$ cat src/verilog/tcp_shell_pkg.sv
// shared constants for the tcp offload shell
// metadata channel widths and indices, memory command field positions
// default data width and rx buffer depth
package tcp_shell_pkg;

  // application metadata slice bank
  localparam int meta_w = 88;  // widest channel, notifications
  localparam int n_meta = 9;

  // slot of each channel in the slice bank
  localparam int ch_listen_port   = 0;
  localparam int ch_listen_status = 1;
  localparam int ch_open_conn     = 2;
  localparam int ch_open_status   = 3;
  localparam int ch_close_conn    = 4;
  localparam int ch_notify        = 5;
  localparam int ch_read_pkg      = 6;
  localparam int ch_rx_meta       = 7;
  localparam int ch_tx_meta       = 8;

  // payload bits the core really uses per channel, indexed as above
  localparam int meta_field_w [n_meta] = '{16, 8, 48, 24, 16, 88, 32, 16, 32};

  // memory command word from the core
  localparam int cmd_w        = 72;
  localparam int cmd_addr_lsb = 32;  // 32-bit address field
  localparam int cmd_addr_msb = 63;
  localparam int cmd_len_msb  = 22;  // length field starts at bit 0
  localparam int mem_addr_w   = 64;
  localparam int mem_len_w    = 32;

  localparam int cnt_w = 16;  // occupancy and read counters

  localparam int default_data_w    = 512;
  localparam int default_buf_depth = 1024;

endpackage

$ cat src/verilog/meta_reg_slice.sv
// two-entry skid buffer for one application metadata channel
// registered valid and data toward the consumer, registered ready toward the producer
`timescale 1ns/1ps

module meta_reg_slice (
  input  logic                            net_clk,
  input  logic                            net_aresetn,
  input  logic                            in_valid,
  output logic                            in_ready,
  input  logic [tcp_shell_pkg::meta_w-1:0] in_data,
  output logic                            out_valid,
  input  logic                            out_ready,
  output logic [tcp_shell_pkg::meta_w-1:0] out_data
);

  logic                            skid_valid;  // second entry holds a word
  logic [tcp_shell_pkg::meta_w-1:0] skid_data;
  logic                            accept;
  logic                            main_free;  // main reg empty or draining

  assign in_ready  = !skid_valid;  // only skid full means both full
  assign accept    = in_valid && in_ready;
  assign main_free = !out_valid || out_ready;

  // control state
  always_ff @(posedge net_clk) begin
    if (!net_aresetn) begin
      out_valid  <= 1'b0;
      skid_valid <= 1'b0;
    end else begin
      if (main_free) begin
        if (skid_valid) begin
          out_valid  <= 1'b1;  // skid moves up, no accept this cycle
          skid_valid <= 1'b0;
        end else begin
          out_valid <= accept;  // straight into main
        end
      end else if (accept) begin
        skid_valid <= 1'b1;  // main stalled, park in skid
      end
    end
  end

  // payload
  always_ff @(posedge net_clk) begin
    if (main_free) begin
      if (skid_valid) begin
        out_data <= skid_data;  // oldest word first
      end else if (accept) begin
        out_data <= in_data;
      end
    end
    if (!main_free && accept) begin
      skid_data <= in_data;
    end
  end

  // stalled word must not change under the consumer
  a_out_hold: assert property (@(posedge net_clk) disable iff (!net_aresetn)
    out_valid && !out_ready |=> out_valid && $stable(out_data));

  // no third word taken while both entries are occupied
  a_no_overrun: assert property (@(posedge net_clk) disable iff (!net_aresetn)
    out_valid && skid_valid && !out_ready |=> skid_valid && $stable(skid_data));

endmodule

$ cat config.mk
export PLATFORM = sky130hd
export DESIGN_NAME = meta_reg_slice
export DESIGN_NICKNAME = d
export VERILOG_FILES = /design/src/verilog/tcp_shell_pkg.sv /design/src/verilog/meta_reg_slice.sv
export SDC_FILE = /design/constraint.sdc
export NUM_CORES = 1
export LEC_CHECK = 0
export BUFFER_PORTS_ARGS = -buffer_cell sky130_fd_sc_hd__buf_2
export CORE_ASPECT_RATIO = 0.5
export CORE_MARGIN = 1.5
export CORE_UTILIZATION = 30
export CTS_CLUSTER_DIAMETER = 80
export DETAILED_ROUTE_END_ITERATION = 8
export SYNTH_ARGS = -nofsm -noshare
export SYNTH_HDL_FRONTEND = slang
export SYNTH_SLANG_ARGS = --single-unit
$ cat constraint.sdc
create_clock -name net_clk -period 8.05 [get_ports net_clk]
set_clock_uncertainty 0.1 [all_clocks]
set_input_delay 0.4025 -clock net_clk [delete_from_list [all_inputs] [get_ports net_clk]]
set_output_delay 0.4025 -clock net_clk [all_outputs]
set_load 0.02 [all_outputs]
---- After elaboration in Yosys (flattened, before gate mapping) ----
Index checks and enable logic that the tools add are counted.
W data, S select, Z words.
word-level totals
  register bits ........................... 178
  input bits .............................. 92
  output and inout bits ................... 90
  word-level logic and storage cells ...... 17
operators by class
  mux-type cells .......................... 3
  bitwise gates (word level) .............. 1
  reductions and logical operators ........ 9
operators by type and width
  kind                 number
  $mux W88             2
  $logic_not A1 Y1     3
  $logic_and A1 B1 Y1  2
  $reduce_and A2 Y1    1
  $reduce_bool A2 Y1   1
  $reduce_or A2 Y1     1
  $logic_or A1 B1 Y1   1
  $mux W1              1
  $not A1 Y1           1

---- Depth between registers and ports, before layout ----
  word-level depth ........................ 4
  depth in mapped cells ................... 4
  depth with buffers taken out ............ 2

---- Least setup slack after synthesis ----
Ideal clock, no wire load.
  path type ............................... input port to flip-flop
  start point ............................. input out_ready
  end point ............................... register skid_data[0] in the netlist's numbering, enable pin
  library setup time ...................... 660 ps
  arrival ................................. 7047 ps
  data required time ...................... 7290 ps
  path slack .............................. 242 ps
  stages .................................. 2
  path buffers ............................ 0
  cells stage by stage .................... nand2b_1 -> nor3b_1
between the ends
  longest elaborated chain between the ends .. 3
ends and longest elaborated chain
  element               line                  source
  start, declared       meta_reg_slice.sv:12  input logic out_ready,
  $logic_or A1 B1 Y1    meta_reg_slice.sv:23  assign main_free = !out_valid || out_ready;
  $logic_not A1 Y1      meta_reg_slice.sv:53  if (!main_free && accept) begin
  $logic_and A1 B1 Y1   meta_reg_slice.sv:53
  end signal, assigned  meta_reg_slice.sv:54  skid_data <= in_data;
  end, declared         meta_reg_slice.sv:17  logic [tcp_shell_pkg::meta_w-1:0] skid_data;
Every way passes these cells.
A chain may end at the register's enable or synchronous reset.

---- Final worst setup path ----
  start point ............................. register skid_valid
  end point ............................... register skid_data[69] in the netlist's numbering, enable pin
between the ends
  longest elaborated chain between the ends .. 3
ends and longest elaborated chain
  element                 line                  source
  start, declared         meta_reg_slice.sv:16  logic skid_valid;
  start signal, assigned  meta_reg_slice.sv:29  skid_valid <= 1'b0;
  start signal, assigned  meta_reg_slice.sv:34  skid_valid <= 1'b0;
  start signal, assigned  meta_reg_slice.sv:39  skid_valid <= 1'b1;
  $logic_not A1 Y1        meta_reg_slice.sv:21  assign in_ready = !skid_valid;
  $logic_and A1 B1 Y1     meta_reg_slice.sv:22  assign accept = in_valid && in_ready;
  $logic_and A1 B1 Y1     meta_reg_slice.sv:53
Every way passes these cells.

==> flow_summary.ini <==
[power_and_ir_drop]
clockPowerShare = 0.402
p_leak_nw = 3.24
combPwrFrac = 0.078
ir_drop_mv = 0.137
p_seq_frac = 0.520
p_per_area_nw_per_um2 = 243
p_sw_mw = 0.473
netSwitchingFraction = 0.227
internal_power_mw = 1.61

[sta]
hold_viol = 0
rsz0062_at_grt = false
slew_violations = 0
slew_headroom = 0.290
setup_ws_ps = 4980
setup_tns_ps = 0
setup_viol = 0
clock.fmax_ghz = 0.325
period_minus_slack_ps = 3070
fin_crit_sh = 0.382
worst_pin_slew_ps = 1060

[floorplanning]
row_count = 38
die_area_um2 = 23400
die_h_um = 109
core_um2 = 21800
start_util = 0.309
io_pins = 182
die_w_um = 215

[detailed_routing]
wirelength_um = 13100
drtIter0Drc = 246
avgViaCountPerCell = 4.06
ant_nets = 0
vias = 3209
drtPass1Iterations = 4
drc = 0
routedWlPerCell_um = 16.5

[global_route]
grt_pass1_wl_um = 19200
grt.overflow.total = 0
grt_pass1_vias = 3294
antenna_found_initial = 2
track_usage = 0.113
grt_max_degree = 80

[clock_tree]
postCtsHoldBufs = 0
cts_root_buffer = clkbuf_16
clk_pin_slew_worst_paths_ps = 70
ctsLongestPathBuffers = 2
cts.sinks = 178
cts_buffers = 17
tritoncts = yes
insertion_delay_ps = 430
htree_levels = 4
cts_resized = 0
postCtsSetupBuffers = 0

[critical_path]
crit_arrival_ps = 3020
required_ps = 8000
end_kind = flop
crit_path_max_fanout = 75
critPathLaunchType = flop
path_class = reg -> reg

[flow_run]
max_cap_viol_count = 0

[placed_design]
io_buffers = 181
dp.final_hpwl_um = 8920
place.gp.congestion = 0.713
pre_cts_ws_ps = 4870

[logic_synthesis]
syn_area_per_cell_um2 = 23.8
ys_warn_count = 0
synth_cell_types = 14
syn-instance-count = 283
syn_area_um2 = 6730
synth-seq-cells = 178
syn-num-nets = 375
ys_seq_area_frac = 0.791

[final_layout]
syn_to_final_growth_pct = 27.0
final_cell_mix = buf_2, edfxtp_1, mux2_4
fillers = 1984
layout_commonest_cell = buf_2
nNetsFinal = 568
drive_gt1_frac = 0.616

[run_status]
status = finished, final reports clean

[min_path]
hold_class = in -> reg
critical path: stages (launching register included):
cell	delay, ps
dfxtp_4	660
nor3b_2	940
buf_4	900
per-stage QoR:
step                cell area, µm²   util  hold WS [ps]  power (mW)  instances
finish                        8550  0.392          56.9        2.08        791
floorplan                     6730      -           401        1.20        283
global route                  8550  0.392          29.7        2.16        790
CTS                           8550  0.392          33.6        2.11        789
global placement              7950  0.364           416        1.27        757
detailed placement            7950  0.364           419        1.27        757
worst paths after layout:
check                           cells after the start  slack (ps)                    start                 endpoint
worst max-delay path                                2        4980  skid_valid$_SDFFE_PP0P_  skid_data[69]$_DFFE_PP_
worst min register to register                      1         440  skid_data[78]$_DFFE_PP_   out_data[78]$_DFFE_PP_
worst min-delay path                                1          60              in_data[72]  skid_data[72]$_DFFE_PP_
worst max register to register                      2        4980  skid_valid$_SDFFE_PP0P_  skid_data[69]$_DFFE_PP_
power groups by stage:
stage          Clock, mW  Sequential, mW  Combinational (mW)
6_report           0.836            1.08               0.163
3_3_place_gp           0            1.10               0.163
5_1_grt            0.897            1.09               0.174
3_5_place_dp           0            1.10               0.166
4_1_cts            0.860            1.08               0.166
2_1_floorplan          0            1.14              0.0571
kinds of logic (layout without fill, tap and decap cells):
kind of cell | count (synthesis) | in the layout | share of synthesized area
other | 0 | 2 | 0
flip-flops | 178 | 178 | 0.791
AO/OA/AOI/OAI | 2 | 2 | 0.00223
multiplexers | 88 | 88 | 0.186
buffers and inverters | 11 | 217 | 0.0163
AND/OR/NAND/NOR | 4 | 4 | 0.00446
cells in the mapped netlist:
| cell type | number | share of area |
|---|---|---|
| mux2_4 | 70 | 0.16 |
| o21a_1 | 1 | 0.0011 |
| edfxtp_1 | 176 | 0.78 |
| nor3b_1 | 1 | 0.0011 |
| nand2b_1 | 1 | 0.00093 |
| inv_1 | 1 | 0.00056 |
| nor3b_2 | 1 | 0.0019 |
| a21boi_1 | 1 | 0.0011 |
| buf_6 | 9 | 0.015 |
| mux2_2 | 12 | 0.020 |
| mux2_1 | 6 | 0.010 |
| dfxtp_1 | 2 | 0.0059 |
| nor2_1 | 1 | 0.00056 |
| buf_2 | 1 | 0.00074 |
flip-flops by register name (all words and copies together) (netlist names):
name / flops
out_valid: 1
skid_data: 88
out_data: 88
skid_valid: 1
routing by layer:
metal,share of wire,GRT usage,vias up
met3,0.029,0.0351,15
met2,0.55,0.197,41
met4,0.016,0.0584,0
li1,-,-,1518
met1,0.41,0.127,1635
met5,0,0,-
cell type report:
cell class,count,area (µm²),share of cell area
Clock buffer,18,429,0.0502
Multi-Input combinational cell,94,1310,0.153
Antenna cell,2,5.00,0.000585
Sequential cell,178,5330,0.623
Clock inverter,14,173,0.0202
Timing Repair Buffer,184,928,0.109
Inverter,1,3.75,0.000439
Tap cell,300,375,0.0439
Power figures use the tool's default switching activity.
