$ cat src/verilog/tcp_shell_pkg.sv
// shared constants for the tcp offload shell
// metadata channel widths and indices, memory command field positions
// default data width and rx buffer depth
package tcp_shell_pkg;

  // application metadata slice bank
  localparam int meta_w = 88;  // widest channel, notifications
  localparam int n_meta = 9;

  // slot of each channel in the slice bank
  localparam int ch_listen_port   = 0;
  localparam int ch_listen_status = 1;
  localparam int ch_open_conn     = 2;
  localparam int ch_open_status   = 3;
  localparam int ch_close_conn    = 4;
  localparam int ch_notify        = 5;
  localparam int ch_read_pkg      = 6;
  localparam int ch_rx_meta       = 7;
  localparam int ch_tx_meta       = 8;

  // payload bits the core really uses per channel, indexed as above
  localparam int meta_field_w [n_meta] = '{16, 8, 48, 24, 16, 88, 32, 16, 32};

  // memory command word from the core
  localparam int cmd_w        = 72;
  localparam int cmd_addr_lsb = 32;  // 32-bit address field
  localparam int cmd_addr_msb = 63;
  localparam int cmd_len_msb  = 22;  // length field starts at bit 0
  localparam int mem_addr_w   = 64;
  localparam int mem_len_w    = 32;

  localparam int cnt_w = 16;  // occupancy and read counters

  localparam int default_data_w    = 512;
  localparam int default_buf_depth = 1024;

endpackage

$ cat src/verilog/mem_cmd_port.sv
// memory command formatter, 72-bit core words to 64-bit address and 32-bit length
// counters for accepted read commands and completed read-data packets
`timescale 1ns/1ps

module mem_cmd_port (
  input  logic                                 net_clk,
  input  logic                                 net_aresetn,
  input  logic [tcp_shell_pkg::cmd_w-1:0]      rd_cmd_word,
  input  logic                                 rd_cmd_valid,
  input  logic                                 rd_cmd_ready,
  output logic [tcp_shell_pkg::mem_addr_w-1:0] rd_addr,
  output logic [tcp_shell_pkg::mem_len_w-1:0]  rd_len,
  input  logic [tcp_shell_pkg::cmd_w-1:0]      wr_cmd_word,
  input  logic                                 wr_cmd_valid,
  input  logic                                 wr_cmd_ready,
  output logic [tcp_shell_pkg::mem_addr_w-1:0] wr_addr,
  output logic [tcp_shell_pkg::mem_len_w-1:0]  wr_len,
  input  logic                                 mem_rd_valid,
  input  logic                                 mem_rd_ready,
  input  logic                                 mem_rd_last,
  output logic [tcp_shell_pkg::cnt_w-1:0]      rd_cmd_count,
  output logic [tcp_shell_pkg::cnt_w-1:0]      rd_pkg_count
);

  localparam int aw   = tcp_shell_pkg::mem_addr_w;
  localparam int lw   = tcp_shell_pkg::mem_len_w;
  localparam int a_hi = tcp_shell_pkg::cmd_addr_msb;
  localparam int a_lo = tcp_shell_pkg::cmd_addr_lsb;
  localparam int l_hi = tcp_shell_pkg::cmd_len_msb;

  logic rd_cmd_fire;  // read command handshake
  logic rd_pkg_done;  // last beat of a read packet

  // field extraction, upper command bits unused by memory
  assign rd_addr = aw'(rd_cmd_word[a_hi:a_lo]);  // zero-extended
  assign rd_len  = lw'(rd_cmd_word[l_hi:0]);
  assign wr_addr = aw'(wr_cmd_word[a_hi:a_lo]);
  assign wr_len  = lw'(wr_cmd_word[l_hi:0]);

  assign rd_cmd_fire = rd_cmd_valid && rd_cmd_ready;
  assign rd_pkg_done = mem_rd_valid && mem_rd_ready && mem_rd_last;

  always_ff @(posedge net_clk) begin
    if (!net_aresetn) begin
      rd_cmd_count <= '0;
      rd_pkg_count <= '0;
    end else begin
      if (rd_cmd_fire) begin
        rd_cmd_count <= rd_cmd_count + 1'b1;  // wraps
      end
      if (rd_pkg_done) begin
        rd_pkg_count <= rd_pkg_count + 1'b1;
      end
    end
  end

  // core keeps a stalled read command steady until memory takes it
  a_rd_cmd_hold: assert property (@(posedge net_clk) disable iff (!net_aresetn)
    rd_cmd_valid && !rd_cmd_ready |=> rd_cmd_valid && $stable(rd_cmd_word));

  // same for the write command
  a_wr_cmd_hold: assert property (@(posedge net_clk) disable iff (!net_aresetn)
    wr_cmd_valid && !wr_cmd_ready |=> wr_cmd_valid && $stable(wr_cmd_word));

endmodule

$ cat config.mk
export PLATFORM = sky130hd
export DESIGN_NAME = mem_cmd_port
export DESIGN_NICKNAME = d
export VERILOG_FILES = /design/src/verilog/tcp_shell_pkg.sv /design/src/verilog/mem_cmd_port.sv
export SDC_FILE = /design/constraint.sdc
export NUM_CORES = 1
export LEC_CHECK = 0
export BUFFER_PORTS_ARGS = -buffer_cell sky130_fd_sc_hd__buf_2
export CAP_MARGIN = 5
export CORE_AREA = 2 2 145 147
export DETAILED_ROUTE_END_ITERATION = 8
export DIE_AREA = 0 0 147 149
export MAX_ROUTING_LAYER = met4
export PLACE_DENSITY_LB_ADDON = 0.08
export SYNTH_ARGS = -nofsm -noshare
export SYNTH_HDL_FRONTEND = slang
export SYNTH_SLANG_ARGS = --single-unit
$ cat constraint.sdc
create_clock -name net_clk -period 3.8 [get_ports net_clk]
set_clock_uncertainty 0.2 [all_clocks]
set_input_delay 0.57 -clock net_clk [delete_from_list [all_inputs] [get_ports net_clk]]
set_output_delay 0.57 -clock net_clk [all_outputs]
set_load 0.05 [all_outputs]
# Word-level counts from Yosys, hierarchy flattened
# Index checks and enable logic that the tools add are counted.
# Widths: inputs -> output; s select.
dict set report op_classes {
  addsub 2
  n_mul 0
  div_mod_pow 0
  n_lt_le_gt_ge 0
  n_eq_ne 0
  shift 0
  mux 0
  bitwise_logic 0
  n_reduce_logical 3
}
# op n
set ops {}
lappend ops {{$add 16x1->16 const B} 2}
lappend ops {{$logic_and 1x1->1} 3}
dict set report word_totals {
  regBits 32
  latchBits 0
  ramBits 0
  mem_bits_ro 0
  input_bits 153
  out_inout_bits 224
  word_cells 7
  n_memories 0
}

# Depth between registers and ports, before layout
dict set report depth {
  depth_word 2
  depth_mapped 6
  depth_no_buf 5
}

# Least setup slack after synthesis
# OpenSTA, ideal clock, no wires.
dict set report synth_path {
  path_type {register -> register}
  startpoint {register rd_pkg_count[0] in the netlist's numbering}
  endpoint {register rd_pkg_count[12] in the netlist's numbering}
  setup_ns 0.071
  arrival_ns 1.984
  required_ns 3.529
  setup_slack_ns 1.545
  stages_incl_launch_ff 7
  n_path_buf 1
  period_less_slack_ns 2.255
  path_cell_list {dfxtp_1 -> ha_1 -> and4_1 -> clkbuf_1 -> nand2_1 -> or4_1 -> a21oi_1}
}
dict set report synth_between {
  elab_chain_len 1
}
# item line
set synth_rtl {}
lappend synth_rtl {{start: declaration} mem_cmd_port.sv:22} ;# output logic [tcp_shell_pkg::cnt_w-1:0] rd_pkg_count
lappend synth_rtl {{start signal: assignment} mem_cmd_port.sv:52} ;# rd_pkg_count <= rd_pkg_count + 1'b1;
lappend synth_rtl {{$add 16x1->16} mem_cmd_port.sv:52}
# No other way between the ends.
# A chain may end at the register's enable or synchronous reset.

# Worst setup path in the final report
dict set report layout_path {
  startpoint {register rd_cmd_count[3] in the netlist's numbering}
  endpoint {register rd_cmd_count[15] in the netlist's numbering}
}
dict set report layout_between {
  elab_chain_len 1
}
# item line
set layout_rtl {}
lappend layout_rtl {{start: declaration} mem_cmd_port.sv:21} ;# output logic [tcp_shell_pkg::cnt_w-1:0] rd_cmd_count,
lappend layout_rtl {{start signal: assignment} mem_cmd_port.sv:49} ;# rd_cmd_count <= rd_cmd_count + 1'b1;
lappend layout_rtl {{$add 16x1->16} mem_cmd_port.sv:49}
# No other way between the ends.

==> results.md <==
* Area grow syn2layout at -16.3%
* Setup_tns at 0 ns
* First drt pass iteration count at 4
* DP Wirelength at 4370 um
* Final ANT Viol Nets at 0
* Arrival @ worst endpoint at 2.19 ns
* Setup Slack @ Placement at approximately 1.6 ns
* Simple-Gate Fraction of Synth Area at 14.8%
* Core area at 20600 sq um
* Synth top area cells: buf_4 50%, dfxtp_1 22%, xor2_1 3.6%
* Synth top area share at 49.8%
* Sink Count at 32
* Final Cycle Share at ~57%
* Power density cells at 402 nW/um^2
* CP Launch Point: rd_cmd_count[3]$_SDFFE_PN0P_
* Cell count after synthesis at 362
* FP Rows at 53
* Min-delay src: rd_pkg_count[15]$_SDFFE_PN0P_
* Slew @ Worst Pin at roughly 0.65 ns
* Synthesized flop and latch total at 32
* Max Root-Sink Buffers at 2
* Hold Crit Class: reg2reg
* Final setup viols at 0
* Ant diodes at 0
* Most used DFF post-synth: dfxtp_1
* Die height at 149 um
* First-pass GRT wire length at 8860 um
* Post-CTS setup buffer count at 0
* Cts repair resizes at 0
* RR Startpoint: rd_cmd_count[3]$_SDFFE_PN0P_
* 1st-iter DRT viols at 44
* Vias per std cell at 2.90
* Required time worst endpoint at approximately 3.8 ns
* Compound-Gate Fraction of Synth Area at 5.71%
* Die Width at between 100 and 150 um
* Top-count cell post-synth: buf_4
* Total CTS buffers at 5
* Initial antenna violation count at 0
* EDFF count, synth at 0
* Clk_lat worst skew at about 0.28 ns
* Die footprint at 21900 sq um
* Crit Path Max Fanout at 12
* Synth warn at 0
* Grt ovf at 0
* RSZ-0062 raised after global routing: no
* Fillers at 2430
* CTS tree: built
* Drt drc at 0
* Pin count of the biggest net entering global routing at 18
* Ports at 377
* Via count at 1639
* Final slew viol count at 0
* Final RePlAce weighted congestion at 0.676
* Synth top cells by count: 192 x buf_4, 32 x dfxtp_1, 16 x a21oi_1, 16 x nor2_1, 14 x nand3_1
* Adder-Cell Fraction of Synth Area at less than 1%
* Critical-path cell list: and4_1, nand4_1, or4_1, a21oi_1
* Async set-or-reset flop fraction in the synthesized netlist at 0%
* Xor and xnor area share after synthesis at roughly 4.8%
* Worst setup margin at 1.62 ns
* Vias in the first global route at 1605
* CTS root buf: clkbuf_16
* Starting density of the core at 14.1%
* Mean Syn Cell Area at approximately 8.0 sq um
* Critical-path top delay cell: or4_1
* Netlist area before placement at around 2900 sq um
* Largest family of logic cells by synthesized area: buffers and inverters
* Nets at 445
* Family with the most delay on the worst path: simple AND/OR/NAND/NOR gates
* Wire per inst at 10.2 um
* CP max stage delay at 0.62 ns
* Post-synthesis sequential area ratio at 22.2%
* Port bufs at 38
* Mux contribution to synthesized area at 0%
* Tmin final at 2.18 ns
* Fin. Hold Viols at 0
* Synth area leader: buf_4
* Slew HR at 56.8%
* Max Clock Freq at 458 MHz
* Status: completed
* H-tree depth at 2
* GRT Overall Usage at 5.39%
* Clk slew on worst S/H paths at ~0.060 ns
* Hold buffer count at CTS at 0
* Setup Crit Path Kind: reg2reg
* Max VDD drop at 0.143 mV
* Post-synth cell types at 27
* WP buf/inv at 0
* Leakage Power at 0.995 nW
* Layout cell share with drive strength beyond 1 at 17.6%
* Worst setup SP type: flip-flop
* Total routed wirelength at 5760 um
* Max-cap check violation count at 0
* Crit. End Element: flip-flop
* Reg-to-reg slack, setup at 1.62 ns
-- per-layer routing --
layer  vias up  GRT usage [%]  share of wire, %
met3        31           2.57               9.5
met5         -              -                 0
met2       105           7.77                44
li1        772              -                 -
met4         0           2.31               2.5
met1       731           6.42                44
-- cells in the final DEF, fill, tap and decap left out, drive strengths merged --
cell type | Yosys | routed
nand3 | 14 | 14
buf | 193 | 39
o31ai | 6 | 6
and3 | 2 | 2
a21oi | 16 | 16
nor2 | 16 | 16
ha | 2 | 2
conb | 1 | 82
xor2 | 12 | 12
or3 | 8 | 8
or2 | 2 | 2
and4 | 5 | 5
clkbuf | 6 | 7
or4 | 8 | 8
dfxtp | 32 | 32
nand2 | 11 | 11
o21ai | 8 | 8
nor3 | 2 | 2
inv | 5 | 5
xnor2 | 4 | 4
nand4 | 9 | 9
-- registers in the layout, indices dropped and copies added (netlist names) --
register      cells
rd_cmd_count     16
rd_pkg_count     16
-- worst paths after layout --
check	cells after the start	end
hold reg to reg	2	rd_pkg_count[15]$_SDFFE_PN0P_
hold / removal	2	rd_pkg_count[15]$_SDFFE_PN0P_
setup / recovery	4	rd_cmd_count[15]$_SDFFE_PN0P_
setup reg to reg	4	rd_cmd_count[15]$_SDFFE_PN0P_
-- power by group --
group          total [W]  internal [W]  switching, W
logic           0.000206    0.00000739      0.000199
clock network   0.000428      0.000275      0.000152
registers       0.000341      0.000338    0.00000288
-- kinds of logic after synthesis --
group | after synthesis
buf+inv | 204
xor+xnor | 16
other cells | 1
simple gates | 77
compound gates | 30
flops | 32
fa+ha+maj | 2
-- worst reg2reg max path, cell delays in order (launching register included) --
cell	delay [ns]
dfxtp_1	0.44
and4_1	0.31
nand4_1	0.40
or4_1	0.62
a21oi_1	0.14
-- area by class of cell --
type / instances / area (sq um) / area share, %
Sequential cell: 32 / 641 / 26.5
Multi-Input combinational cell: 207 / 1070 / 44.1
Inverter: 5 / 18.8 / 0.775
Tap cell: 275 / 344 / 14.2
Timing Repair Buffer: 39 / 198 / 8.17
Clock buffer: 7 / 153 / 6.30
-- stage by stage --
| step | hold slack (ns) | cells | area [sq um] | utilization, % | power [W] |
|---|---|---|---|---|---|
| global placement | 0.269 | 558 | 2270 | 11.0 | 0.000553 |
| floorplan | 0.491 | 443 | 3200 | - | 0.000918 |
| global route | 0.326 | 565 | 2420 | 11.8 | 0.00102 |
| CTS | 0.292 | 565 | 2420 | 11.8 | 0.000993 |
| detailed placement | 0.282 | 558 | 2270 | 11.0 | 0.000553 |
| finish | 0.290 | 565 | 2420 | 11.8 | 0.000974 |
(Power assumes the default switching activity.)
